--- config.mk ---
export PLATFORM = sky130hd
export DESIGN_NAME = core_ctrl
export DESIGN_NICKNAME = d
export VERILOG_FILES = /design/src/design/ctrl_pkg.sv /design/src/design/core_ctrl.sv /design/src/design/gbus_write_gen.sv /design/src/design/cmem_read_gen.sv /design/src/design/phase_decoder.sv
export SDC_FILE = /design/constraint.sdc
export NUM_CORES = 1
export LEC_CHECK = 0
export BUFFER_PORTS_ARGS = -buffer_cell sky130_fd_sc_hd__buf_2
export CAP_MARGIN = 20
export CORE_AREA = 2 2 94 96
export DETAILED_ROUTE_END_ITERATION = 16
export DIE_AREA = 0 0 96 98
export PLACE_DENSITY = 0.79
export REMOVE_ABC_BUFFERS = 1
export SKIP_CTS_REPAIR_TIMING = 1
export SLEW_MARGIN = 40
export SYNTH_ARGS = -nofsm -noshare
export SYNTH_HDL_FRONTEND = slang
export SYNTH_SLANG_ARGS = --single-unit
--- constraint.sdc ---
create_clock -name clk -period 3.3 [get_ports clk]
set_clock_uncertainty 0.05 [all_clocks]
set_input_delay 0.165 -clock clk [delete_from_list [all_inputs] [get_ports clk]]
set_output_delay 0.165 -clock clk [all_outputs]
set_load 0.05 [all_outputs]
--- src/design/ctrl_pkg.sv ---
package ctrl_pkg;

	// layer phase codes, as the host sends them.
	typedef enum logic [3:0] {
		PH_IDLE = 4'd0,
		PH_Q    = 4'd1,
		PH_K    = 4'd2,
		PH_V    = 4'd3,
		PH_PROJ = 4'd6,
		PH_FFN0 = 4'd7,
		PH_FFN1 = 4'd8
	} phase_t;

	localparam int CMEM_ADDR_W = 13;
	localparam int GBUS_DATA_W = 32;
	localparam int QUANT_W     = 8;
	localparam int RC_W        = 25;
	localparam int OP_CNT_W    = 10;

	// configuration port widths.
	localparam int CFG_HEAD_W = 8;
	localparam int CFG_PROJ_W = 10;

	localparam int MAC_LANES = 16;
	localparam int LANE_W    = 4;
	localparam int ROW_W     = 5;
	localparam int CORE_W    = 4;
	localparam int BIAS_W    = 2;
	localparam int LOCAL_W   = 13;
	localparam int GBUS_ADDR_W = BIAS_W + CORE_W + LOCAL_W; // 19 bits.

	localparam logic [BIAS_W-1:0] SEL_HEAD_MEM   = 2'd1;
	localparam logic [BIAS_W-1:0] SEL_GLOBAL_MEM = 2'd2;

	// first weight word of each phase.
	localparam logic [CMEM_ADDR_W-1:0] Q_BASE    = 13'd0;
	localparam logic [CMEM_ADDR_W-1:0] K_BASE    = 13'd128;
	localparam logic [CMEM_ADDR_W-1:0] V_BASE    = 13'd256;
	localparam logic [CMEM_ADDR_W-1:0] PROJ_BASE = 13'd384;
	localparam logic [CMEM_ADDR_W-1:0] FFN0_BASE = 13'd512;
	localparam logic [CMEM_ADDR_W-1:0] FFN1_BASE = 13'd1024;

	// codes 4 and 5 are legal on the wire but run as idle.
	function automatic logic phase_active(phase_t p);
		return p inside {PH_Q, PH_K, PH_V, PH_PROJ, PH_FFN0, PH_FFN1};
	endfunction

	function automatic logic phase_global(phase_t p);
		return p inside {PH_PROJ, PH_FFN1};
	endfunction

	// outputs produced by one core in the given phase.
	function automatic logic [OP_CNT_W-1:0] core_width(
		phase_t                  p,
		logic [CFG_HEAD_W-1:0]   head_words,
		logic [CFG_PROJ_W-1:0]   proj_words
	);
		case (p)
			PH_Q, PH_K, PH_V:  return OP_CNT_W'(head_words);
			PH_FFN0:           return OP_CNT_W'({head_words, 2'b00});
			PH_PROJ, PH_FFN1:  return OP_CNT_W'(proj_words / MAC_LANES);
			default:           return '0;
		endcase
	endfunction

endpackage
--- src/design/core_ctrl.sv ---
`timescale 1ns/1ns

module core_ctrl #(
	parameter logic [ctrl_pkg::CORE_W-1:0] CORE_INDEX = '0
) (
	input  logic                                clk,
	input  logic                                rst_n,
	input  ctrl_pkg::phase_t                    phase,
	input  logic                                phase_update,
	input  logic                                start,
	input  logic [ctrl_pkg::CFG_HEAD_W-1:0]     head_words,
	input  logic [ctrl_pkg::CFG_PROJ_W-1:0]     proj_words,
	input  logic                                hlink_wen,
	input  logic [ctrl_pkg::QUANT_W-1:0]        quant_data,
	input  logic                                quant_valid,
	input  logic [ctrl_pkg::RC_W-1:0]           rc_data,
	input  logic                                rc_valid,
	output logic                                cmem_ren,
	output logic [ctrl_pkg::CMEM_ADDR_W-1:0]    cmem_raddr,
	output logic                                gbus_wen,
	output logic [ctrl_pkg::GBUS_ADDR_W-1:0]    gbus_addr,
	output logic [ctrl_pkg::GBUS_DATA_W-1:0]    gbus_wdata,
	output logic                                finish,
	output logic                                recompute_needed
);
	import ctrl_pkg::*;

	phase_t              cur_phase;
	logic                start_q;
	logic [OP_CNT_W-1:0] op_limit;

	phase_decoder phase_decoder_i (
		.clk              (clk),
		.rst_n            (rst_n),
		.phase            (phase),
		.phase_update     (phase_update),
		.start            (start),
		.head_words       (head_words),
		.proj_words       (proj_words),
		.cur_phase        (cur_phase),
		.start_q          (start_q),
		.op_limit         (op_limit),
		.recompute_needed (recompute_needed)
	);

	// reads stop on the finish raised by the write side.
	cmem_read_gen cmem_read_gen_i (
		.clk        (clk),
		.rst_n      (rst_n),
		.cur_phase  (cur_phase),
		.start_q    (start_q),
		.finish     (finish),
		.hlink_wen  (hlink_wen),
		.cmem_ren   (cmem_ren),
		.cmem_raddr (cmem_raddr)
	);

	gbus_write_gen #(
		.CORE_INDEX (CORE_INDEX)
	) gbus_write_gen_i (
		.clk         (clk),
		.rst_n       (rst_n),
		.cur_phase   (cur_phase),
		.start_q     (start_q),
		.op_limit    (op_limit),
		.head_words  (head_words),
		.proj_words  (proj_words),
		.quant_data  (quant_data),
		.quant_valid (quant_valid),
		.rc_data     (rc_data),
		.rc_valid    (rc_valid),
		.gbus_wen    (gbus_wen),
		.gbus_addr   (gbus_addr),
		.gbus_wdata  (gbus_wdata),
		.finish      (finish)
	);

endmodule

--- src/design/gbus_write_gen.sv ---
`timescale 1ns/1ns

module gbus_write_gen #(
	parameter logic [ctrl_pkg::CORE_W-1:0] CORE_INDEX = '0
) (
	input  logic                                clk,
	input  logic                                rst_n,
	input  ctrl_pkg::phase_t                    cur_phase,
	input  logic                                start_q,
	input  logic [ctrl_pkg::OP_CNT_W-1:0]       op_limit,
	input  logic [ctrl_pkg::CFG_HEAD_W-1:0]     head_words,
	input  logic [ctrl_pkg::CFG_PROJ_W-1:0]     proj_words,
	input  logic [ctrl_pkg::QUANT_W-1:0]        quant_data,
	input  logic                                quant_valid,
	input  logic [ctrl_pkg::RC_W-1:0]           rc_data,
	input  logic                                rc_valid,
	output logic                                gbus_wen,
	output logic [ctrl_pkg::GBUS_ADDR_W-1:0]    gbus_addr,
	output logic [ctrl_pkg::GBUS_DATA_W-1:0]    gbus_wdata,
	output logic                                finish
);
	import ctrl_pkg::*;

	localparam int OFFSET_W = CORE_W + OP_CNT_W;

	logic                   active;
	logic                   use_rc;
	logic                   src_valid;
	logic [GBUS_DATA_W-1:0] src_data;
	logic [OFFSET_W-1:0]    core_offset;
	logic [LANE_W-1:0]      lane_start;
	logic [ROW_W-1:0]       row_start;
	logic                   last_write;

	logic [BIAS_W-1:0]      mem_sel;
	logic [LANE_W-1:0]      lane;
	logic [ROW_W-1:0]       row;
	logic [OP_CNT_W-1:0]    op_cnt;

	assign active = phase_active(cur_phase);
	assign use_rc = phase_global(cur_phase); // accumulated data goes to global memory.

	always_comb begin
		if (use_rc) begin
			src_valid = rc_valid;
			src_data  = {{(GBUS_DATA_W - RC_W){1'b0}}, rc_data};
		end else begin
			src_valid = quant_valid;
			src_data  = {{(GBUS_DATA_W - QUANT_W){1'b0}}, quant_data};
		end
	end

	// this core's slice starts right after the slices of the lower cores.
	assign core_offset = CORE_INDEX * core_width(cur_phase, head_words, proj_words);
	assign lane_start  = core_offset[LANE_W-1:0];
	assign row_start   = core_offset[LANE_W +: ROW_W];

	assign last_write = gbus_wen && (op_cnt == op_limit - 1'b1);

	// local field is zero above the lane and row fields.
	assign gbus_addr = {mem_sel, {CORE_W{1'b0}},
		{(LOCAL_W - LANE_W - ROW_W){1'b0}}, lane, row};

	always_ff @(posedge clk or negedge rst_n) begin
		if (!rst_n) begin
			gbus_wen   <= 1'b0;
			gbus_wdata <= '0;
		end else begin
			gbus_wen <= active && src_valid && !finish; // nothing lands after the last write.
			if (active && src_valid && !finish) begin
				gbus_wdata <= src_data;
			end
		end
	end

	always_ff @(posedge clk or negedge rst_n) begin
		if (!rst_n) begin
			finish <= 1'b0;
		end else begin
			finish <= active && !finish && !start_q && last_write;
		end
	end

	// walk lanes first, then step to the next row every MAC_LANES writes.
	always_ff @(posedge clk or negedge rst_n) begin
		if (!rst_n) begin
			mem_sel <= '0;
			lane    <= '0;
			row     <= '0;
			op_cnt  <= '0;
		end else if (finish) begin
			mem_sel <= '0;
			lane    <= '0;
			row     <= '0;
			op_cnt  <= '0;
		end else if (active && start_q) begin
			mem_sel <= use_rc ? SEL_GLOBAL_MEM : SEL_HEAD_MEM;
			lane    <= lane_start;
			row     <= row_start;
			op_cnt  <= '0;
		end else if (active && last_write) begin
			mem_sel <= '0;
			lane    <= '0;
			row     <= '0;
			op_cnt  <= '0;
		end else if (active && gbus_wen) begin
			if (op_cnt[LANE_W-1:0] == LANE_W'(MAC_LANES - 1)) begin
				row  <= row + 1'b1;
				lane <= lane_start;
			end else begin
				lane <= lane + 1'b1;
			end
			op_cnt <= op_cnt + 1'b1;
		end
	end

endmodule

--- src/design/cmem_read_gen.sv ---
`timescale 1ns/1ns

module cmem_read_gen (
	input  logic                                clk,
	input  logic                                rst_n,
	input  ctrl_pkg::phase_t                    cur_phase,
	input  logic                                start_q,
	input  logic                                finish,
	input  logic                                hlink_wen,
	output logic                                cmem_ren,
	output logic [ctrl_pkg::CMEM_ADDR_W-1:0]    cmem_raddr
);
	import ctrl_pkg::*;

	logic                   active;
	logic [CMEM_ADDR_W-1:0] phase_base;

	assign active = phase_active(cur_phase);

	always_comb begin
		case (cur_phase)
			PH_Q:    phase_base = Q_BASE;
			PH_K:    phase_base = K_BASE;
			PH_V:    phase_base = V_BASE;
			PH_PROJ: phase_base = PROJ_BASE;
			PH_FFN0: phase_base = FFN0_BASE;
			PH_FFN1: phase_base = FFN1_BASE;
			default: phase_base = '0;
		endcase
	end

	// one weight word is fetched for every host-link write.
	always_ff @(posedge clk or negedge rst_n) begin
		if (!rst_n) begin
			cmem_ren <= 1'b0;
		end else begin
			cmem_ren <= active && hlink_wen && !finish;
		end
	end

	always_ff @(posedge clk or negedge rst_n) begin
		if (!rst_n) begin
			cmem_raddr <= '0;
		end else if (!active || finish) begin
			cmem_raddr <= '0; // park at zero between phases.
		end else if (start_q) begin
			cmem_raddr <= phase_base;
		end else if (cmem_ren) begin
			cmem_raddr <= cmem_raddr + 1'b1;
		end
	end

endmodule

--- src/design/phase_decoder.sv ---
`timescale 1ns/1ns

module phase_decoder (
	input  logic                                clk,
	input  logic                                rst_n,
	input  ctrl_pkg::phase_t                    phase,
	input  logic                                phase_update,
	input  logic                                start,
	input  logic [ctrl_pkg::CFG_HEAD_W-1:0]     head_words,
	input  logic [ctrl_pkg::CFG_PROJ_W-1:0]     proj_words,
	output ctrl_pkg::phase_t                    cur_phase,
	output logic                                start_q,
	output logic [ctrl_pkg::OP_CNT_W-1:0]       op_limit,
	output logic                                recompute_needed
);
	import ctrl_pkg::*;

	// phase register, held until the host loads the next one.
	always_ff @(posedge clk or negedge rst_n) begin
		if (!rst_n) begin
			cur_phase <= PH_IDLE;
		end else if (phase_update) begin
			cur_phase <= phase;
		end
	end

	always_ff @(posedge clk or negedge rst_n) begin
		if (!rst_n) begin
			start_q <= 1'b0;
		end else begin
			start_q <= start;
		end
	end

	// the limit is latched once per phase and held while the generators run.
	always_ff @(posedge clk or negedge rst_n) begin
		if (!rst_n) begin
			op_limit <= '0;
		end else if (start_q && phase_active(cur_phase)) begin
			op_limit <= core_width(cur_phase, head_words, proj_words);
		end
	end

	// projection results are consumed once; the others feed a later pass.
	always_comb begin
		case (cur_phase)
			PH_Q, PH_K, PH_V, PH_FFN0: recompute_needed = 1'b1;
			default:                   recompute_needed = 1'b0;
		endcase
	end

endmodule

Word level (Yosys, flattened, before mapping)

Cells that the tools add are included.

$add $sub $neg: 5
Equality and inequality tests: 8
Reductions and logical operators: 25
Muxes and demuxes: 26

Operator list:

| cell                  | number |
|---|---|
| $pmux 11 s5           | 1 |
| $mux 10               | 4 |
| $mux 13               | 3 |
| $pmux 10 s3           | 1 |
| $mux 25               | 1 |
| $mux 5                | 5 |
| $mux 4                | 5 |
| $add 13x1->13 const B | 1 |
| $logic_and 1x1->1     | 11 |
| $add 10x1->10 const B | 1 |
| $eq 10x10->1          | 1 |
| $sub 10x1->10 const B | 1 |
| $eq 4x2->1 const B    | 2 |
| $eq 4x3->1 const B    | 2 |
| $eq 4x4->1 const B    | 2 |
| $mux 2                | 4 |
| $reduce_bool 4->1     | 2 |
| $reduce_bool 3->1     | 2 |
| $reduce_bool 6->1     | 1 |
| $add 5x1->5 const B   | 1 |
| $add 4x1->4 const B   | 1 |
| $eq 4x1->1 const B    | 1 |
| $reduce_or 4->1       | 1 |
| $logic_not 1->1       | 3 |
| other kinds (6)       | 7 |

Logic and storage cells: 76
Input bits: 62
Flip-flop bits (word level): 84
Output and inout bits: 68

Logic depth before layout (Yosys ltp)

Depth in word-level cells: 7
Mapped depth: 10
Depth with buffers taken out: 8

Modules after synthesis

Synthesis repeated with hierarchy kept, for this count alone.

Cell total of the unflattened synthesis: 431
Area, all modules: 4267.8 um^2

By module, submodules not included:

| module         | area each (um^2) | cells each | times used | seq. area each (um^2) |
|---|---|---|---|---|
| gbus_write_gen | 2682.6           | 281        | 1          | 1201.2 |
| phase_decoder  | 812.0            | 70         | 1          | 375.4 |
| cmem_read_gen  | 773.2            | 80         | 1          | 350.3 |

Worst setup path before layout

OpenSTA, ideal clock, no wires.

Path type: flip-flop to flip-flop
From: reg phase_decoder_i.op_limit[0] (netlist name)
To: reg gbus_write_gen_i.op_cnt[9]
Data arrival time: 2.221 ns
Cell stages (with the launch flop): 11
Clock period less this slack: 2.397 ns
Path slack: 0.903 ns
Required time: 3.124 ns
Buffers on the path: 2
Setup time: 0.126 ns
Cells stage by stage: dfrtp_1 inv_1 ha_1 buf_2 or4b_1 nor4_1 a211oi_2 a211oi_2 a311o_2 buf_6 a21oi_1

Cells in the longest elaborated chain, start to end: 7
Elaborated cells between the ends (all ways): 8
Those cells by class: add/sub (1); eq/ne (1); mux (3); reduce/logical (3)

RTL lines:

| item                   | line                  | source |
|---|---|---|
| from (decl)            | phase_decoder.sv:13   | `output logic [ctrl_pkg::OP_CNT_W-1:0] op_limit,` |
| from (signal assigned) | phase_decoder.sv:40   | `op_limit <= core_width(cur_phase, head_words, proj_words);` |
| $sub 10x1->10 *        | gbus_write_gen.sv:58  | `assign last_write = gbus_wen && (op_cnt == op_limit - 1'b1);` |
| $eq 10x10->1 *         | gbus_write_gen.sv:58  |  |
| $logic_and 1x1->1 *    | gbus_write_gen.sv:58  |  |
| $logic_and 1x1->1 *    | gbus_write_gen.sv:101 | `end else if (active && last_write) begin` |
| $mux 10                | gbus_write_gen.sv:101 |  |
| $mux 10                | gbus_write_gen.sv:96  | `end else if (active && start_q) begin` |
| $mux 10                | gbus_write_gen.sv:91  | `end else if (finish) begin` |
| to (signal assigned)   | gbus_write_gen.sv:113 | `op_cnt <= op_cnt + 1'b1;` |
| to (decl)              | gbus_write_gen.sv:38  | `logic [OP_CNT_W-1:0] op_cnt;` |

Every way passes the cells marked *; elsewhere a longest branch is shown, timed or not.
A chain may end at the register's enable or synchronous reset.

Worst setup path after layout

From: reg phase_decoder_i.op_limit[0] (netlist name)
To: reg gbus_write_gen_i.row[1]

Cells in the longest elaborated chain, start to end: 7
Elaborated cells between the ends (all ways): 10
Those cells by class: add/sub (1); eq/ne (1); mux (3); reduce/logical (5)

RTL lines:

| item                 | line                  | source |
|---|---|---|
| $sub 10x1->10 *      | gbus_write_gen.sv:58  |  |
| $eq 10x10->1 *       | gbus_write_gen.sv:58  |  |
| $logic_and 1x1->1 *  | gbus_write_gen.sv:58  |  |
| $logic_and 1x1->1 *  | gbus_write_gen.sv:101 |  |
| $mux 5               | gbus_write_gen.sv:101 |  |
| $mux 5               | gbus_write_gen.sv:96  |  |
| $mux 5               | gbus_write_gen.sv:91  |  |
| to (signal assigned) | gbus_write_gen.sv:99  | `row <= row_start;` |
| to (signal assigned) | gbus_write_gen.sv:108 | `row <= row + 1'b1;` |
| to (decl)            | gbus_write_gen.sv:37  | `logic [ROW_W-1:0] row;` |

Marked as above.

==> results.cfg <==
[placed_design]
dp_slack_ns = 0.5955
gp_congestion = 0.8608
port_buffers = 110
hpwlAfterDp_mm = 6.787
placed_area_um2 = 4763

[pwr]
ir_worst_vdd_uv = 383.9
powerDensity_nw_per_um2 = 538.5
leakage_nw = 2.332
power_mw = 2.710

[clock_network]
numCtsBuffers = 9
clock_sinks = 77
cts_root_buf = clkbuf_8
h-tree-depth = 3
clk_pin_slew_ns = 0.08
cts_tree = built
insertion_delay_ns = 0.35
cts_max_path_buffers = 2

[drt]
detail-route-antenna-nets = 0
vias_per_cell = 5.393
num_vias = 3597
wl_per_cell_um = 14.50
drtIter0Drc = 169
drt-total-wl_mm = 9.670
drc = 0
firstDrtPassIters = 4

[die]
num_rows = 34
die_w_um = 96
die_area_um2 = 9408
core_um2 = 8466
initial_core_util_pct = 49.87
ios = 130
die_h_um = 98

[synth]
async_flop_share_pct = 100.0
syn_inst = 446
avgSynthCellArea_um2 = 9.465
ys.flop_type = dfrtp_1
synth_seq_cells = 77
netlist_area_um2 = 4222
yosysSeqAreaShare_pct = 45.64
synth_edf_count = 0
yosysUniqueCellTypes = 61
yosys_warnings = 0

[hold_path]
worstHoldPathCells = 3
min-delay-start = rc_data[21]
hold-path-endpoint = gbus_write_gen_i.gbus_wdata[21]
hp-class = primary input to flop

[global_route]
grt_overflow = 0
grt_pass1_vias = 3483
grt_util_all_layers_pct = 21.48
grt_antenna_before_repair = 0
grt_pass1_wl_mm = 15.94
grt_start_max_net_pins = 78

[final_layout]
layout_common_cells = buf_2, dfrtp_1, nor2_1, o21ai_0, nand3_1
area_growth_pct = 19.21
layout_commonest_cell = buf_2
drive_gt1_share_pct = 26.48
fin_util_pct = 59.44
final_nets = 621
diodes = 0
n_fill_cell = 741
fin_area_um2 = 5032

[critical_path]
cp_slowest_stage_delay_ns = 0.46
worstSetupStartpointType = flop
slowest_stage = or4b_1
r2r_slack_ns = 0.58
path_class = flop to flop
worstReg2RegStart = phase_decoder_i.op_limit[0]
path_cells = inv_1 > ha_1 > or4b_1 > nor4_1 > a211oi_2 > a211oi_2 > a311o_2 > nor2_1
arrival_ns = 2.89
crit_top_cell = a211oi_2
timing.rr.end = gbus_write_gen_i.row[1]
r2r_cells = 8
critPathMaxFanout = 15
end_kind = flop
worstPathRequired_ns = 3.47

[sta]
setup_viol = 0
finalHoldViolations = 8
worstMarginPinSlew_ns = 0.7897
fmax_mhz = 367.8
final.min_clock_period_ns = 2.719
whs_ns = -0.01451
slew_viol_final = 0
fin_ws_ns = 0.5811
slew-limit-headroom_pct = 47.00
fin_crit_sh_pct = 82.39
rsz0062_at_grt = no

[run_status]
violations = hold timing
status = finished, violations left

[flow_run]
drv_cap = 0
## sequential cells by signal (all words and copies together), names as in the netlist, 2 cells and up
signal and cells:
gbus_write_gen_i.row 5, phase_decoder_i.cur_phase 4, gbus_write_gen_i.mem_sel 2, phase_decoder_i.op_limit 10
cmem_read_gen_i.cmem_raddr 13, gbus_write_gen_i.gbus_wdata 25, gbus_write_gen_i.op_cnt 10, gbus_write_gen_i.lane 4
## layout make-up
type                            count  area, µm²  area share [%]
Timing Repair Buffer              123      679.4           13.50
Inverter                           22      82.58           1.641
Clock buffer                       11      131.4           2.611
Sequential cell                    77       1927           38.29
Tap cell                          108      135.1           2.685
Multi-Input combinational cell    321       2039           40.53
Clock inverter                      5      37.54          0.7459
## cell families after synthesis
family | share of synthesized area [%]
AND/OR/NAND/NOR | 21.19
other | 0.08883
multiplexers | 3.675
AO/OA/AOI/OAI | 14.58
adder cells (fa/ha/maj) | 1.482
buffers and inverters | 7.736
XOR/XNOR | 5.602
flip-flops | 45.64
## worst max path at each step
stage                                  from                              end  slack, ns  depth (start not counted)
2_1_floorplan  phase_decoder_i.cur_phase[1]  gbus_write_gen_i.gbus_wdata[10]      -0.52                          5
4_1_cts         phase_decoder_i.op_limit[0]          gbus_write_gen_i.row[1]       0.58                          8
3_3_place_gp    phase_decoder_i.op_limit[0]          gbus_write_gen_i.row[1]       0.66                          8
5_1_grt         phase_decoder_i.op_limit[0]          gbus_write_gen_i.row[1]       0.36                          8
6_report        phase_decoder_i.op_limit[0]          gbus_write_gen_i.row[1]       0.58                          8
3_5_place_dp    phase_decoder_i.op_limit[0]          gbus_write_gen_i.row[1]       0.60                          8
## critical path, delay by kind of cell, from the launching register on
family	cells	cell delay (ns)
simple gates	3	0.85
compound gates	3	0.81
flops	1	0.43
buf+inv	1	0.10
fa+ha+maj	1	0.35
## report_power, final
group	internal (mW)	total [mW]	switching, mW
Clock	0.275	0.625	0.350
Combinational	0.278	0.908	0.631
Sequential	1.05	1.18	0.124
## per-stage QoR
step                TNS [ns]  instances
floorplan             -13.07        420
finish                     0        667
CTS                        0        657
global route               0        667
global placement           0        641
detailed placement         0        641
## layer usage
layer  GRT usage, %  vias to the layer above  wire (µm)
li1               -                     1761          -
met1          28.25                     1705       4276
met2          33.33                      125       4577
met3          5.864                        6        714
met4          8.901                        0        101
met5              0                        -          0
## cell usage after synthesis (all sizes together), types with 3 or more instances
library cell / count / area [µm²]
a21oi: 24 / 135.1
a221oi: 4 / 35.03
a222oi: 4 / 40.04
a22o: 4 / 35.03
a22oi: 3 / 22.52
and2: 6 / 40.04
and3: 4 / 25.02
buf: 27 / 193.9
clkbuf: 13 / 50.04
dfrtp: 77 / 1927
ha: 5 / 62.56
inv: 22 / 82.58
mux2: 4 / 45.04
mux2i: 11 / 110.1
nand2: 26 / 97.59
nand3: 27 / 135.1
nand3b: 3 / 22.52
nand4: 8 / 50.05
nor2: 40 / 152.6
nor2b: 6 / 37.54
nor3: 10 / 66.32
nor3b: 4 / 30.03
o2111ai: 3 / 26.28
o21ai: 40 / 200.2
or3: 7 / 43.79
or3b: 4 / 35.03
or4b: 4 / 43.79
xnor2: 12 / 105.1
xor2: 15 / 131.4
No activity file was read; power rests on OpenSTA's default activity.
